`src/hdl/riscv_isa_pkg.sv`:
```
package riscv_isa_pkg;

  localparam int XLEN_W     = 32;
  localparam int REG_ADDR_W = 5;

  // Major opcodes
  localparam logic [6:0] OPC_LOAD  = 7'b0000011;
  localparam logic [6:0] OPC_STORE = 7'b0100011;

  // Load/store width field
  localparam logic [2:0] F3_B  = 3'b000;
  localparam logic [2:0] F3_H  = 3'b001;
  localparam logic [2:0] F3_W  = 3'b010;
  localparam logic [2:0] F3_BU = 3'b100; // Loads only
  localparam logic [2:0] F3_HU = 3'b101;

endpackage

```
`src/hdl/lsu_dmem.sv`:
```
`timescale 1ns/1ns

module lsu_dmem #(
  parameter  int DMEM_WORDS = 64,
  localparam int AW         = $clog2(DMEM_WORDS)
) (
  input  logic                                i_clk,
  input  logic                                i_reset_n,
  input  logic                                i_rd_en,
  input  logic [AW-1:0]                       i_rd_addr,
  output logic [riscv_isa_pkg::XLEN_W-1:0]    o_rd_data,
  input  logic                                i_wr_en,
  input  logic [AW-1:0]                       i_wr_addr,
  input  logic [riscv_isa_pkg::XLEN_W/8-1:0]  i_wr_be,
  input  logic [riscv_isa_pkg::XLEN_W-1:0]    i_wr_data
);

  logic [riscv_isa_pkg::XLEN_W-1:0] r_mem [DMEM_WORDS];

  always_ff @(posedge i_clk) begin
    if (i_rd_en) begin
      o_rd_data <= r_mem[i_rd_addr]; // Old word on a same-edge write
    end
    if (i_wr_en) begin
      for (int b = 0; b < riscv_isa_pkg::XLEN_W / 8; b++) begin
        if (i_wr_be[b]) begin
          r_mem[i_wr_addr][b*8 +: 8] <= i_wr_data[b*8 +: 8];
        end
      end
    end
  end

  a_wr_be_nonzero: assert property (@(posedge i_clk) disable iff (!i_reset_n)
    i_wr_en |-> i_wr_be != '0);

endmodule

```
`config.mk`:
```
export PLATFORM = sky130hd
export DESIGN_NAME = lsu_dmem
export DESIGN_NICKNAME = d
export VERILOG_FILES = /design/src/hdl/riscv_isa_pkg.sv /design/src/hdl/lsu_dmem.sv
export SDC_FILE = /design/constraint.sdc
export NUM_CORES = 2
export LEC_CHECK = 0
export BUFFER_PORTS_ARGS = -buffer_cell sky130_fd_sc_hd__buf_2
export CAP_MARGIN = 15
export CORE_UTILIZATION = 42
export CTS_CLUSTER_SIZE = 40
export DETAILED_ROUTE_END_ITERATION = 16
export GPL_TIMING_DRIVEN = 0
export SYNTH_ARGS = -nofsm -noshare
export SYNTH_HDL_FRONTEND = slang
export SYNTH_SLANG_ARGS = --single-unit
```
`constraint.sdc`:
```
create_clock -name i_clk -period 4.01 [get_ports i_clk]
set_clock_uncertainty 0.15 [all_clocks]
set_input_delay 0.2005 -clock i_clk [delete_from_list [all_inputs] [get_ports i_clk]]
set_output_delay 0.2005 -clock i_clk [all_outputs]
set_load 0.03 [all_outputs]
```
==> flow_summary.ini <==
[logic_synthesis]
synth_edf_count = 2080
synth.area.mux_share = 0.166
yosys.area_share.adder = 0
synth_seq_cells = 2080
ys.flop_type = edfxtp_1
synth-compound-area-share = 0.0177
syn_inst = 3576
yosys_warnings = 0
synth-simple-area-share = 0.0224
synth_top_family_by_area = multiplexers
yosysTopAreaCellShare = 0.780
ys_async_sr_fraction = 0
synthDistinctLibCells = 35
ys_seq_area_frac = 0.780
yosysMostFrequentCell = edfxtp_1
synth_area_per_cell_um2 = 22.4
synth_common_cells = 2,080 x edfxtp_1, 543 x mux4_2, 280 x nor2_1
netlist_top_cells_area = edfxtp_1 78%, mux4_2 15%, nor2_1 1.3%, mux2i_1 0.99%, a22oi_1 0.47%
synth_area_um2 = 80100
yosysTopAreaCell = edfxtp_1
synth_xor_area_frac = 0
synth_nets = 3628

[clock_tree]
clk_latency_ns = 0.87
cts_made_buffers = 211
ctsResizeCount = 0
cts_max_path_buffers = 3
h-tree-depth = 4
cts.sinks = 2080
cts-root-buf = clkbuf_16
cts_tree = built
path_clk_slew_ns = 0.07

[die]
start_util = 0.425
io_pins = 84
die_area_um2 = 192000
die_x_um = 439
coreArea_um2 = 189000
die_height_um = 439
row_count = 159

[timing]
slew_viol_final = 0
hold_viol = 0
period_needed_ns = 3.92
setup_slack_ns = 0.0868
setup_viol = 0
fmax_mhz = 255
grt_setup_unrepaired = no
slew_headroom = 0.0832
finalCritPeriodShare = 0.978
worst_pin_slew_ns = 1.37

[setup_path]
crit_family = buffers and inverters
reg2reg_slack_ns = 0.99
slowest_stage = clkbuf_1
cp.required_ns = 4.33
start_kind = input pin
crit_chain = buf_2, clkbuf_1, buf_2, mux4_2, mux4_2, o21ai_0, a31oi_1
crit_buf_inv = 3
critPathArrivalTime_ns = 4.24
cp_max_fo = 10
cp-end-kind = register
crit_start = i_rd_addr[2]
worstReg2RegStart = r_mem[31][7]
crit_type = in -> reg
cp_num_cells = 7
slowest_delay_ns = 0.98
cp-endpoint = o_rd_data[7]
reg2regPathDepth = 4
r2r-end = o_rd_data[7]

[worst_hold_path]
hold_path_depth = 2
hold_path_class = in -> reg

[final_layout]
finish.instance_area_um2 = 92000
layout.cells.non_filler = 6631
nets = 3998
drive_above_1_share = 0.271
area_growth_pct = 14.8
fillers = 15200

[drt]
viasPerCell = 6.27
num_vias = 41600
firstDrtPassIters = 6
drt_iter0_markers = 7245
drc = 0
wire_per_inst_um = 39.4
final_antenna_net_count = 0
wl_um = 261000

[power]
ir_drop_v = 0.000535
power_mw = 47.0
power.density_nw_per_um2 = 511
leakage_nw = 28.6

[run_status]
status = complete, no violations

[place]
port-buffer-count = 72
dp_cells = 6163
preCtsSetupSlack_ns = -0.579
place_hpwl_um = 177000
gp_congestion = 0.941
dpl_cell_area_um2 = 84000

[grt]
grt_max_degree = 65
antenna_found_initial = 29
grt_pass1_vias = 39500
overflow = 0
grt_pass1_wl_um = 345000
gr-usage-all-layers = 0.269

[run]
max_cap_viol_count = 0
per-stage QoR:
step	util	setup TNS (ns)	hold WS (ns)
after floorplan	-	0	0.149
after global placement	0.443	-45.71	0.532
after detailed placement	0.445	-9.09	0.511
after CTS	0.483	0	0.00273
after global routing	0.488	0	0.135
final	0.488	0	0.135
repair_timing:
| action | 4_1_cts | 5_1_grt |
|---|---|---|
| endpoints found under the hold margin | 116 | 1632 |
| hold buffers | 7 | 26 |
| setup buffers | 0 | 0 |
flip-flops by register name, indices dropped and copies added, names as in the netlist:
| signal | cells |
|---|---|
| o_rd_data | 32 |
| r_mem | 2048 |
how the worst min path moves through the flow:
stage                  start       endpoint  slack, ns
6_report       i_wr_data[26]  r_mem[31][26]       0.13
2_1_floorplan   i_wr_data[0]    r_mem[0][0]       0.15
4_1_cts        i_wr_data[11]  r_mem[25][11]      0.003
5_1_grt        i_wr_data[26]  r_mem[31][26]       0.14
3_5_place_dp    i_wr_data[6]   r_mem[55][6]       0.51
3_3_place_gp   o_rd_data[19]  o_rd_data[19]       0.53
metal layers:
| layer | share of wire | wire [um] | vias to the layer above | GRT usage |
|---|---|---|---|---|
| li1 | - | - | 15900 | - |
| met1 | 0.37 | 97100 | 22300 | 0.359 |
| met2 | 0.47 | 123000 | 2802 | 0.420 |
| met3 | 0.11 | 28500 | 553 | 0.0695 |
| met4 | 0.049 | 12900 | 8 | 0.118 |
| met5 | 0.00021 | 56 | - | 0 |
logic make-up after synthesis:
kind of cell           count (synthesis)
DFF                                 2080
muxes                                649
and+or+nand+nor                      437
buffers and inverters                210
AOI/OAI and AO/OA                    200
cell type report:
| cell class | count | area (um^2) | area share |
|---|---|---|---|
| Multi-Input combinational cell | 1286 | 16600 | 0.180 |
| Timing Repair Buffer | 157 | 1710 | 0.0186 |
| Antenna cell | 14 | 35.0 | 0.000381 |
| Sequential cell | 2080 | 62500 | 0.679 |
| Buffer | 210 | 1110 | 0.0121 |
| Tap cell | 2495 | 3120 | 0.0339 |
| Clock buffer | 257 | 5540 | 0.0602 |
| Clock inverter | 132 | 1440 | 0.0156 |
layout by cell type, fill, tap and decap left out, types with 9 or more instances in the layout:
cell type / instances
nand3_1: 13
buf_2: 140
a22o_1: 11
bufinv_16: 25
clkinv_2: 33
buf_12: 33
edfxtp_1: 2080
dlygate4sd3_1: 33
nor2_1: 279
o22ai_1: 43
mux2i_1: 79
a21oi_1: 30
mux2_2: 27
o221ai_1: 15
buf_6: 16
buf_1: 14
nand2b_1: 10
o211ai_1: 19
clkbuf_1: 116
nor3_1: 20
a221oi_1: 16
buf_4: 32
clkbuf_16: 215
nand2_1: 85
buf_8: 9
diode_2: 14
clkinv_1: 52
mux4_2: 543
a22oi_1: 50
power breakdown:
group	internal [mW]	switching, mW
Clock	11.5	8.58
Sequential	24.0	0.0299
Combinational	0.906	1.99
Total	36.4	10.6
Note: power is estimated with default switching activity, not from simulation.
