==> src/hdl/riscv_isa_pkg.sv <==
package riscv_isa_pkg;

  localparam int XLEN_W     = 32;
  localparam int REG_ADDR_W = 5;

  // Major opcodes
  localparam logic [6:0] OPC_LOAD  = 7'b0000011;
  localparam logic [6:0] OPC_STORE = 7'b0100011;

  // Load/store width field
  localparam logic [2:0] F3_B  = 3'b000;
  localparam logic [2:0] F3_H  = 3'b001;
  localparam logic [2:0] F3_W  = 3'b010;
  localparam logic [2:0] F3_BU = 3'b100; // Loads only
  localparam logic [2:0] F3_HU = 3'b101;

endpackage

==> src/hdl/lsu_pkg.sv <==
package lsu_pkg;

  typedef enum logic [1:0] {
    SIZE_B = 2'd0,
    SIZE_H = 2'd1,
    SIZE_W = 2'd2
  } size_t;

  typedef enum logic {
    SIGN_U = 1'b0,
    SIGN_S = 1'b1
  } sign_t;

  // Decoded control carried down the pipe
  typedef struct packed {
    size_t size;
    sign_t sign;
    logic  is_load;
    logic  is_store;
  } lsu_ctrl_t;

endpackage

==> src/hdl/lsu_decoder.sv <==
`timescale 1ns/1ns

module lsu_decoder (
  input  logic [riscv_isa_pkg::XLEN_W-1:0]     i_inst,
  output lsu_pkg::lsu_ctrl_t                   o_ctrl,
  output logic [riscv_isa_pkg::XLEN_W-1:0]     o_imm,
  output logic [riscv_isa_pkg::REG_ADDR_W-1:0] o_rs1,
  output logic [riscv_isa_pkg::REG_ADDR_W-1:0] o_rs2,
  output logic [riscv_isa_pkg::REG_ADDR_W-1:0] o_rd
);

  logic [6:0]                          w_opcode;
  logic [2:0]                          w_funct3;
  logic                                w_f3_ok;
  logic [riscv_isa_pkg::XLEN_W-1:0]    w_imm_i;
  logic [riscv_isa_pkg::XLEN_W-1:0]    w_imm_s;

  assign w_opcode = i_inst[6:0];
  assign w_funct3 = i_inst[14:12];
  assign o_rd     = i_inst[11:7];
  assign o_rs1    = i_inst[19:15];
  assign o_rs2    = i_inst[24:20];

  assign w_imm_i = {{(riscv_isa_pkg::XLEN_W-12){i_inst[31]}}, i_inst[31:20]};
  assign w_imm_s = {{(riscv_isa_pkg::XLEN_W-12){i_inst[31]}}, i_inst[31:25], i_inst[11:7]};

  always_comb begin
    w_f3_ok     = 1'b1;
    o_ctrl.size = lsu_pkg::SIZE_W;
    case (w_funct3)
      riscv_isa_pkg::F3_B, riscv_isa_pkg::F3_BU: o_ctrl.size = lsu_pkg::SIZE_B;
      riscv_isa_pkg::F3_H, riscv_isa_pkg::F3_HU: o_ctrl.size = lsu_pkg::SIZE_H;
      riscv_isa_pkg::F3_W:                       o_ctrl.size = lsu_pkg::SIZE_W;
      default:                                   w_f3_ok     = 1'b0;
    endcase
    o_ctrl.sign     = w_funct3[2] ? lsu_pkg::SIGN_U : lsu_pkg::SIGN_S;
    o_ctrl.is_load  = w_f3_ok && (w_opcode == riscv_isa_pkg::OPC_LOAD);
    // No unsigned stores
    o_ctrl.is_store = w_f3_ok && !w_funct3[2] && (w_opcode == riscv_isa_pkg::OPC_STORE);
  end

  assign o_imm = (w_opcode == riscv_isa_pkg::OPC_STORE) ? w_imm_s : w_imm_i;

endmodule

==> config.mk <==
export PLATFORM = sky130hd
export DESIGN_NAME = lsu_decoder
export DESIGN_NICKNAME = d
export VERILOG_FILES = /design/src/hdl/riscv_isa_pkg.sv /design/src/hdl/lsu_pkg.sv /design/src/hdl/lsu_decoder.sv
export SDC_FILE = /design/constraint.sdc
export NUM_CORES = 1
export LEC_CHECK = 0
export ABC_CLOCK_PERIOD_IN_PS = 2000
export BUFFER_PORTS_ARGS = -buffer_cell sky130_fd_sc_hd__buf_2
export CAP_MARGIN = 20
export CORE_MARGIN = 10
export CORE_UTILIZATION = 29
export DETAILED_ROUTE_END_ITERATION = 6
export GPL_TIMING_DRIVEN = 0
export PLACE_DENSITY = 0.89
export SLEW_MARGIN = 20
export SYNTH_ARGS = -nofsm -noshare
export SYNTH_HDL_FRONTEND = slang
export SYNTH_SLANG_ARGS = --single-unit
==> constraint.sdc <==
create_clock -name vclk -period 2
set_input_delay 0 -clock vclk [all_inputs]
set_output_delay 0 -clock vclk [all_outputs]
set_load 0.02 [all_outputs]
==> flow_summary.yaml <==
synth:
  avgSynthCellArea_um2: 7.91
  syn_area_um2: 443
  ys_seq_area_share_pct: 0
  netlist_instances: 56
  synth_cell_type_count: 11
  syn_nets: 88
  yosys_warnings: 0
finish:
  regArea_um2: 0
  n_antenna_cell: 0
  fill_cells: 128
  n_sequential_cell: 0
  drive_gt1_share_pct: 95.3
  area_delta_synth_final_pct: 85.9
  nets: 162
  final_common_cell: "buf_2"
  nClkBuffers: 0
  final_cell_mix: "buf_2 (72), buf_4 (42), mux2_2 (5)"
  postLayoutCellArea_um2: 823
route:
  drc: 0
  dr_total_vias: 561
  first_pass_iters: 2
  vias_per_cell: 3.90
  ant_nets: 0
  wl_per_cell_um: 14.7
  wl_um: 2120
  drt-initial-drc-count: 1
timing:
  setup_viol: 0
  relSlewSlack_pct: 83.6
  worst_pin_slew_ns: 0.245
  drv_slew: 0
  rsz0062_at_grt: "false"
  fin_tns_setup_ns: 0
  fmax_mhz: 992
  fin_crit_sh_pct: 50.4
  fin_crit_ns: 1.01
  hold_viol: 0
critical_path:
  path_max_fanout: 6
  crit_top_cell: "buf_2"
  crit_arrival_ns: 1.01
  cpMaxStageDelayCell: "and4bb_2"
  cpPeakStageDelay_ns: 0.33
  crit_path_end_kind: "primary output"
  worstPathCellList: "buf_2 -> and4bb_2 -> nand3_4 -> mux2_2 -> buf_2"
  crit_required_ns: 2.00
  critical_path.endpoint: "o_imm[3]"
  startpoint: "i_inst[6]"
  critical_path_class: "input pin to primary output"
  setup.worst_path.start_class: "input pin"
die:
  row_count: 14
  fp.dieH_um: 59.1
  die_w_um: 59.1
  fp.dieArea_um2: 3490
  ios: 84
  core_um2: 1470
  start_util_pct: 30.1
placement:
  post-dp-hpwl_um: 2000
  gp_congestion: 0.777
  portBuffers: 72
  placed_cell_area_um2: 823
power:
  ir_drop_v: 0.000110
  powerDensity_nw_per_um2: 267
  leakagePower_nw: 0.533
global_route:
  grt_overflow: 0
  antenna_found_initial: 0
  first_global_vias: 625
  grt_max_degree: 22
  grtUsageTotal_pct: 10.2
  grt_pass1_wl_um: 2980
outcome:
  status: "finished clean"
hold_path:
  holdCritPathClass: "input pin to primary output"
clock_network:
  hold_buffers: 0
  cts_resized: 0
  cts_setup_buffers: 0
job:
  drv_cap: 0
## logic make-up after synthesis
| family | Yosys count | synth area share (%) |
|---|---|---|
| AND/OR/NAND/NOR | 5 | 11.6 |
| AO/OA/AOI/OAI | 2 | 2.82 |
| multiplexers | 5 | 12.7 |
| buffers and inverters | 44 | 72.9 |
## worst min path at each step
| stage | from | endpoint | cells past startpoint |
|---|---|---|---|
| floorplan | i_inst[14] | o_ctrl[2] | 1 |
| global placement | i_inst[27] | o_imm[7] | 2 |
| detailed placement | i_inst[18] | o_rs1[3] | 2 |
| CTS | i_inst[18] | o_rs1[3] | 2 |
| global route | i_inst[25] | o_imm[5] | 2 |
| finish | i_inst[26] | o_imm[6] | 2 |
## metal layers
layer	part of all wire (%)	wire, um	GRT usage, %	vias up
li1	-	-	-	281
met1	31	659	8.46	211
met2	37	788	15.5	69
met3	32	669	13.9	0
met4	0	0	0	0
met5	0	0	0	-
## worst max-delay path, delay by kind of cell
| kind | cells | cell delay [ns] |
|---|---|---|
| AND/OR/NAND/NOR | 2 | 0.45 |
| buffers and inverters | 2 | 0.26 |
| multiplexers | 1 | 0.29 |
## cell usage after synthesis (all sizes together)
library cell,count,share of area (%)
inv,1,0.85
and4b,1,2.5
clkbuf,1,0.85
o21ai,1,1.1
a211oi,1,1.7
nor2,1,0.85
nor2b,1,1.4
nand3,1,4.0
and4bb,1,2.8
mux2,5,13
buf,42,71
## final cells by class
| cell class | count | area (um^2) | share of cell area, % |
|---|---|---|---|
| Timing Repair Buffer | 72 | 360 | 43.8 |
| Buffer | 43 | 319 | 38.8 |
| Inverter | 1 | 3.75 | 0.456 |
| Tap cell | 16 | 20.0 | 2.43 |
| Multi-Input combinational cell | 12 | 120 | 14.6 |
## power breakdown
part / leakage (nW) / switching (W) / internal [W]
sequential: 0 / 0 / 0
combinational: 0.533 / 0.000114 / 0.000107
clock: 0 / 0 / 0
## per-stage QoR
step                      worst slack, ns  utilization, %  cells  power (W)  hold WS [ns]
after global placement               1.02            56.0    144   0.000219         0.223
after floorplan                      1.01               -     56   0.000146        0.0766
after detailed placement            0.981            56.0    144   0.000223         0.223
after CTS                           0.980            56.0    144   0.000223         0.223
after global routing                0.946            56.0    144   0.000236         0.228
final                               0.992            56.0    144   0.000220         0.220
(Power assumes the default switching activity.)
