## src/hdl/riscv_isa_pkg.sv

```systemverilog
package riscv_isa_pkg;

  localparam int XLEN_W     = 32;
  localparam int REG_ADDR_W = 5;

  // Major opcodes
  localparam logic [6:0] OPC_LOAD  = 7'b0000011;
  localparam logic [6:0] OPC_STORE = 7'b0100011;

  // Load/store width field
  localparam logic [2:0] F3_B  = 3'b000;
  localparam logic [2:0] F3_H  = 3'b001;
  localparam logic [2:0] F3_W  = 3'b010;
  localparam logic [2:0] F3_BU = 3'b100; // Loads only
  localparam logic [2:0] F3_HU = 3'b101;

endpackage

```

## src/hdl/lsu_pkg.sv

```systemverilog
package lsu_pkg;

  typedef enum logic [1:0] {
    SIZE_B = 2'd0,
    SIZE_H = 2'd1,
    SIZE_W = 2'd2
  } size_t;

  typedef enum logic {
    SIGN_U = 1'b0,
    SIGN_S = 1'b1
  } sign_t;

  // Decoded control carried down the pipe
  typedef struct packed {
    size_t size;
    sign_t sign;
    logic  is_load;
    logic  is_store;
  } lsu_ctrl_t;

endpackage

```

## src/hdl/lsu_pipe.sv

```systemverilog
`timescale 1ns/1ns

module lsu_pipe #(
  parameter  int DMEM_WORDS = 64,
  localparam int AW         = $clog2(DMEM_WORDS),
  localparam int XW         = riscv_isa_pkg::XLEN_W,
  localparam int RW         = riscv_isa_pkg::REG_ADDR_W
) (
  input  logic               i_clk,
  input  logic               i_reset_n,
  input  logic               i_issue_valid,
  input  logic [XW-1:0]      i_issue_inst,
  output logic [XW-1:0]      o_dec_inst,
  input  lsu_pkg::lsu_ctrl_t i_dec_ctrl,
  input  logic [XW-1:0]      i_dec_imm,
  input  logic [RW-1:0]      i_dec_rs1,
  input  logic [RW-1:0]      i_dec_rs2,
  input  logic [RW-1:0]      i_dec_rd,
  output logic [RW-1:0]      o_rs1_addr,
  input  logic [XW-1:0]      i_rs1_data,
  output logic [RW-1:0]      o_rs2_addr,
  input  logic [XW-1:0]      i_rs2_data,
  output logic               o_mem_rd_en,
  output logic [AW-1:0]      o_mem_rd_addr,
  input  logic [XW-1:0]      i_mem_rd_data,
  output logic               o_mem_wr_en,
  output logic [AW-1:0]      o_mem_wr_addr,
  output logic [XW/8-1:0]    o_mem_wr_be,
  output logic [XW-1:0]      o_mem_wr_data,
  output logic               o_wb_valid,
  output logic [RW-1:0]      o_wb_rd,
  output logic [XW-1:0]      o_wb_data,
  output logic               o_exc_valid,
  output logic [XW-1:0]      o_exc_addr
);

  logic               r_ex0_valid;
  logic [XW-1:0]      r_ex0_inst;

  logic               r_ex1_valid;
  lsu_pkg::lsu_ctrl_t r_ex1_ctrl;
  logic [XW-1:0]      r_ex1_imm;
  logic [RW-1:0]      r_ex1_rs1;
  logic [RW-1:0]      r_ex1_rs2;
  logic [RW-1:0]      r_ex1_rd;
  logic [XW-1:0]      w_ex1_rs1_val;
  logic [XW-1:0]      w_ex1_rs2_val;
  logic [XW-1:0]      w_ex1_addr;
  logic [XW/8-1:0]    w_ex1_be;
  logic               w_ex1_misal;
  logic               w_ex1_fwd_hit;

  logic               r_ex2_valid;
  lsu_pkg::lsu_ctrl_t r_ex2_ctrl;
  logic [RW-1:0]      r_ex2_rd;
  logic [XW-1:0]      r_ex2_addr;
  logic [XW/8-1:0]    r_ex2_be;
  logic [XW-1:0]      r_ex2_st_data;
  logic               r_ex2_misal;
  logic [XW/8-1:0]    r_ex2_fwd_be;
  logic [XW-1:0]      r_ex2_fwd_data;
  logic               w_ex2_ld_ok;
  logic               w_ex2_sx;
  logic [XW-1:0]      w_ex2_merged;
  logic [XW-1:0]      w_ex2_shifted;
  logic [XW-1:0]      w_ex2_result;

  always_ff @(posedge i_clk, negedge i_reset_n) begin
    if (!i_reset_n) begin
      r_ex0_valid <= 1'b0;
      r_ex1_valid <= 1'b0;
      r_ex2_valid <= 1'b0;
      o_wb_valid  <= 1'b0;
      o_exc_valid <= 1'b0;
    end else begin
      r_ex0_valid <= i_issue_valid;
      r_ex1_valid <= r_ex0_valid;
      r_ex2_valid <= r_ex1_valid;
      o_wb_valid  <= w_ex2_ld_ok;
      o_exc_valid <= r_ex2_valid & r_ex2_misal;
    end
  end

  always_ff @(posedge i_clk) begin
    r_ex0_inst     <= i_issue_inst;
    r_ex1_ctrl     <= i_dec_ctrl;
    r_ex1_imm      <= i_dec_imm;
    r_ex1_rs1      <= i_dec_rs1;
    r_ex1_rs2      <= i_dec_rs2;
    r_ex1_rd       <= i_dec_rd;
    r_ex2_ctrl     <= r_ex1_ctrl;
    r_ex2_rd       <= r_ex1_rd;
    r_ex2_addr     <= w_ex1_addr;
    r_ex2_be       <= w_ex1_be;
    r_ex2_st_data  <= w_ex1_rs2_val << {w_ex1_addr[1:0], 3'b000}; // Into its lanes
    r_ex2_misal    <= w_ex1_misal;
    r_ex2_fwd_be   <= w_ex1_fwd_hit ? r_ex2_be : '0;
    r_ex2_fwd_data <= r_ex2_st_data;
    o_wb_rd        <= r_ex2_rd;
    o_wb_data      <= w_ex2_result;
    o_exc_addr     <= r_ex2_addr;
  end

  assign o_dec_inst = r_ex0_inst;
  assign o_rs1_addr = r_ex1_rs1;
  assign o_rs2_addr = r_ex1_rs2;

  // Youngest producer first
  function automatic logic [XW-1:0] bypass(input logic [RW-1:0] rs, input logic [XW-1:0] rf);
    if (rs != '0 && w_ex2_ld_ok && r_ex2_rd == rs) begin
      return w_ex2_result;
    end else if (rs != '0 && o_wb_valid && o_wb_rd == rs) begin
      return o_wb_data;
    end
    return rf;
  endfunction

  always_comb begin
    w_ex1_rs1_val = bypass(r_ex1_rs1, i_rs1_data);
    w_ex1_rs2_val = bypass(r_ex1_rs2, i_rs2_data);
    w_ex1_addr    = w_ex1_rs1_val + r_ex1_imm;
    case (r_ex1_ctrl.size)
      lsu_pkg::SIZE_B: w_ex1_be = 4'b0001 << w_ex1_addr[1:0];
      lsu_pkg::SIZE_H: w_ex1_be = 4'b0011 << {w_ex1_addr[1], 1'b0};
      default:         w_ex1_be = 4'b1111;
    endcase
    w_ex1_misal = (r_ex1_ctrl.is_load || r_ex1_ctrl.is_store) &&
                  ((r_ex1_ctrl.size == lsu_pkg::SIZE_H && w_ex1_addr[0]) ||
                   (r_ex1_ctrl.size == lsu_pkg::SIZE_W && w_ex1_addr[1:0] != 2'b00));
  end

  // Store ahead writes this word on the same edge the load reads it
  assign w_ex1_fwd_hit = o_mem_wr_en && r_ex1_valid && r_ex1_ctrl.is_load &&
                         (r_ex2_addr[AW+1:2] == w_ex1_addr[AW+1:2]);

  assign o_mem_rd_en   = r_ex1_valid & r_ex1_ctrl.is_load;
  assign o_mem_rd_addr = w_ex1_addr[AW+1:2];

  assign o_mem_wr_en   = r_ex2_valid & r_ex2_ctrl.is_store & !r_ex2_misal;
  assign o_mem_wr_addr = r_ex2_addr[AW+1:2];
  assign o_mem_wr_be   = r_ex2_be;
  assign o_mem_wr_data = r_ex2_st_data;

  assign w_ex2_ld_ok = r_ex2_valid & r_ex2_ctrl.is_load & !r_ex2_misal;
  assign w_ex2_sx    = (r_ex2_ctrl.sign == lsu_pkg::SIGN_S);

  always_comb begin
    for (int b = 0; b < XW / 8; b++) begin
      w_ex2_merged[b*8 +: 8] = r_ex2_fwd_be[b] ? r_ex2_fwd_data[b*8 +: 8]
                                               : i_mem_rd_data[b*8 +: 8];
    end
    w_ex2_shifted = w_ex2_merged >> {r_ex2_addr[1:0], 3'b000};
    case (r_ex2_ctrl.size)
      lsu_pkg::SIZE_B: w_ex2_result = {{(XW-8){w_ex2_sx & w_ex2_shifted[7]}},
                                       w_ex2_shifted[7:0]};
      lsu_pkg::SIZE_H: w_ex2_result = {{(XW-16){w_ex2_sx & w_ex2_shifted[15]}},
                                       w_ex2_shifted[15:0]};
      default:         w_ex2_result = w_ex2_shifted;
    endcase
  end

  // Upper address bits would alias into the memory
  a_addr_in_range: assert property (@(posedge i_clk) disable iff (!i_reset_n)
    r_ex1_valid && (r_ex1_ctrl.is_load || r_ex1_ctrl.is_store) |->
    w_ex1_addr[XW-1:AW+2] == '0);

endmodule

```

## config.mk

```make
export PLATFORM = sky130hd
export DESIGN_NAME = lsu_pipe
export DESIGN_NICKNAME = d
export VERILOG_FILES = /design/src/hdl/riscv_isa_pkg.sv /design/src/hdl/lsu_pkg.sv /design/src/hdl/lsu_pipe.sv
export SDC_FILE = /design/constraint.sdc
export NUM_CORES = 1
export LEC_CHECK = 0
export ABC_AREA = 1
export BUFFER_PORTS_ARGS = -buffer_cell sky130_fd_sc_hd__buf_2
export CORE_UTILIZATION = 55
export CTS_CLUSTER_SIZE = 16
export DETAILED_ROUTE_END_ITERATION = 8
export GPL_TIMING_DRIVEN = 0
export PLACE_DENSITY = 0.82
export SYNTH_ARGS = -nofsm -noshare
export SYNTH_HDL_FRONTEND = slang
export SYNTH_SLANG_ARGS = --single-unit
```

## constraint.sdc

```tcl
create_clock -name i_clk -period 6.3 [get_ports i_clk]
set_input_delay 1.26 -clock i_clk [delete_from_list [all_inputs] [get_ports i_clk]]
set_output_delay 1.26 -clock i_clk [all_outputs]
set_load 0.05 [all_outputs]
```

==> metrics.txt <==
largest net degree at the start of global routing=15; initial DRC count=between 1000 and 1500; Initial Util=between 50% and 60%; CTS root buf=clkbuf_16; gr usage total=38.4%; chip height=between 100 and 150 um; CP arrival=4.23 ns; Yosys reg bits=between 200 and 300; hold worst-path end=r_ex2_rd[1]$_DFF_P_; r2r endpoint=o_mem_wr_data[20]$_DFF_P_; clk slew on worst S/H paths=0.06 ns; crit path kind=flop to output pin; # H-tree levels=1; startpoint types=flop; RSZ-0062 raised after global routing=false; fin crit period=around 5.5 ns; share of the synthesized area in the top cell type=46.1%; register area share after synthesis=a little under half; Die X=about 150 um; Synth area leader=dfxtp_1; hold path depth=0; fmax=~180 MHz; Rel. slew slack=a little over 50%; die footprint=roughly 22000 um^2; final setup vio count=0; Max clock buf depth=3; Routed Antenna Nets=0; number of enable flip-flop cells after synthesis=0; count of final hold-check violations=0; post-synthesis async set-or-reset flop share=under 10%; worst endpoint required time=between 5 and 6 ns; Maximum Capacitance Violations=0; post-CTS sizing=0; compound-cell area share of the yosys netlist=7.14%; status=finished, final reports clean; Setup crit end kind=output pin; area of the mapped netlist=~12000 um^2; final WL=~43 mm; Reg2Reg Setup Slack=1.58 ns; Synth Area in Adders=3.72%; core area=a little over 20000 um^2; total negative slack=0 ns; row count=52; vias in the first global route=~11000; Synth Area in Simple Gates=between 30% and 40%; IO Pins=346; Syn Inst Count=about 1500; mux contribution to synthesized area=0%; port buffer count=about 350; xor/xnor share of the synthesized area=under 10%; Hold Buf Count CTS=0; Avg Vias per Cell=5.52; Final #Nets=about 2100; CTS sink count=around 270; Pwr Total=between 5 and 6 mW; total number of vias=roughly 12000; Worst Reg-to-Reg Cells=19; # Post-CTS Setup Buffers=0; r2r startpoint=o_wb_rd[0]$_DFF_P_; synthesized area per cell=around 7.7 um^2; first-pass GRT wire length=between 60 and 70 mm; share of cells above drive strength 1=between 20% and 30%; Num CTS Buffers=28; Max FO, Critical Path=10; GRT overflow=0; Pwr Density=between 300 and 400 nW/um^2; 1st-pass router iterations=7; top-count cell post-synth=nand2_1; DRC Markers=0; Worst Max-Slew Pin Slew=0.723 ns; Skew-Pair Late Insertion Delay=~0.55 ns; CTS tree=yes; initial antenna violation count=0; Avg WL per Cell=about 20 um; Synth Flop Type=dfxtp_1; Synth area leaders=dfxtp_1, nand2_1, nand3_1, nor2_1, inv_1; Max rail drop VDD=~0.32 mV; Worst Hold Class=flop to flop; Pleak=between 7 and 8 nW; syn_nets=1735; Post-DP HPWL=between 30 and 40 mm; Max Slew Vio Count=0; Layout Skew=0.0121 ns; n_diodes=0; synth cell count leaders=nand2_1, dfxtp_1, nand3_1; Post-Route Utilization=between 70% and 80%; Final GP Congestion=between 1 and 1.5; Yosys warnings=0; Synth cell types=between 40 and 50; Place WS=1.19 ns; largest family of logic cells by synthesized area=simple AND/OR/NAND/NOR gates; hold path startpoint=r_ex1_rd[1]$_DFF_P_; crit share post-route=87.2%; area grow syn2layout=25.9%; worst setup margin=between 0.8 and 0.9 ns
-- per-layer routing --
layer / wire [um] / GRT usage, % / up-vias / share of wire [%]
li1: - / - / 5675 / -
met1: 17500 / 50.2 / 5523 / 41
met2: 20000 / 64.6 / 771 / 46
met3: 4040 / 5.80 / 103 / 9.4
met4: 1620 / 13.5 / 0 / 3.8
met5: 0 / 0 / - / 0
-- logic make-up after synthesis --
kind of cell	Yosys count
fa+ha+maj	34
flops	273
xor+xnor	32
compound gates	142
buf+inv	206
simple gates	831
-- registers in the layout, indices dropped and copies added (netlist names), 32 cells and up --
register	count
o_dec_inst	32
r_ex2_addr	32
o_wb_data	32
r_ex1_imm	32
r_ex2_fwd_data	32
o_mem_wr_data	32
o_exc_addr	32
-- report_power, final --
group / total, mW / internal, mW / switching [mW]
Combinational: 1.56 / 0.381 / 1.18
Clock: 1.67 / 0.973 / 0.694
Sequential: 2.11 / 1.99 / 0.127
-- how the worst max path moves through the flow --
stage / from / cells past startpoint / end / slack (ns)
2_1_floorplan: o_rs1_addr[3]$_DFF_P_ / 17 / o_mem_rd_addr[2] / 1.95
3_3_place_gp: i_mem_rd_data[16] / 17 / o_mem_rd_addr[4] / 1.24
3_5_place_dp: i_mem_rd_data[16] / 17 / o_mem_rd_addr[4] / 1.19
4_1_cts: o_wb_rd[0]$_DFF_P_ / 19 / o_mem_rd_addr[4] / 0.88
5_1_grt: o_wb_rd[0]$_DFF_P_ / 18 / o_mem_rd_addr[5] / 0.50
6_report: o_wb_rd[0]$_DFF_P_ / 19 / o_mem_rd_addr[4] / 0.81
-- cell usage in the layout (no fill, tap or decap), types with 3 or more instances in the layout --
cell type / Yosys / routed
a211oi_1: 15 / 15
a21boi_0: 3 / 3
a21o_1: 5 / 5
a21oi_1: 49 / 49
a31oi_1: 10 / 10
buf_2: 22 / 367
buf_4: 22 / 22
buf_6: 5 / 5
clkbuf_1: 11 / 16
clkbuf_16: 0 / 29
clkbuf_8: 0 / 7
clkinv_1: 3 / 3
clkinv_2: 0 / 3
clkinv_4: 0 / 4
dfrtp_1: 5 / 5
dfxtp_1: 268 / 268
ha_1: 33 / 33
inv_1: 132 / 132
inv_2: 10 / 10
inv_6: 0 / 3
nand2_1: 409 / 409
nand2_2: 7 / 7
nand3_1: 187 / 187
nand3_2: 7 / 7
nand3b_1: 9 / 9
nand3b_2: 3 / 3
nand4_1: 28 / 28
nor2_1: 149 / 149
nor2_2: 3 / 3
nor2_4: 6 / 6
nor3_1: 18 / 18
o211ai_1: 4 / 4
o21a_1: 5 / 5
o21ai_0: 38 / 38
o22ai_1: 7 / 7
xnor2_1: 13 / 13
xor2_1: 17 / 17
-- cell type report --
cell class	instances	area [um^2]
Timing Repair Buffer	345	1730
Sequential cell	273	5490
Inverter	146	551
Multi-Input combinational cell	1039	5230
Buffer	60	373
Clock buffer	41	841
Tap cell	270	338
Clock inverter	11	106
Fill cell	1620	5840
-- per-stage QoR --
step	hold WS (ns)	std cells	area, um^2
after detailed placement	0.312	2133	13700
after CTS	0.322	2185	14700
final	0.318	2185	14700
after floorplan	0.310	1518	11600
after global placement	0.311	2133	13700
after global routing	0.332	2185	14700
-- critical path: stages, from the launching register on --
cell and delay [ns]:
dfxtp_1 0.43, inv_1 0.08, nand2_1 0.10, nand3_1 0.09, nor2_1 0.12, nand3_1 0.36
nand2_1 0.27, buf_2 0.26, o22ai_1 0.10, a31oi_1 0.18, ha_1 0.19, inv_1 0.05
fa_1 0.40, inv_1 0.08, nand3_1 0.07, nand2_1 0.14, a21oi_2 0.14, xnor2_1 0.24
buf_4 0.15, buf_2 0.25
Note: power is estimated with default switching activity, not from simulation.
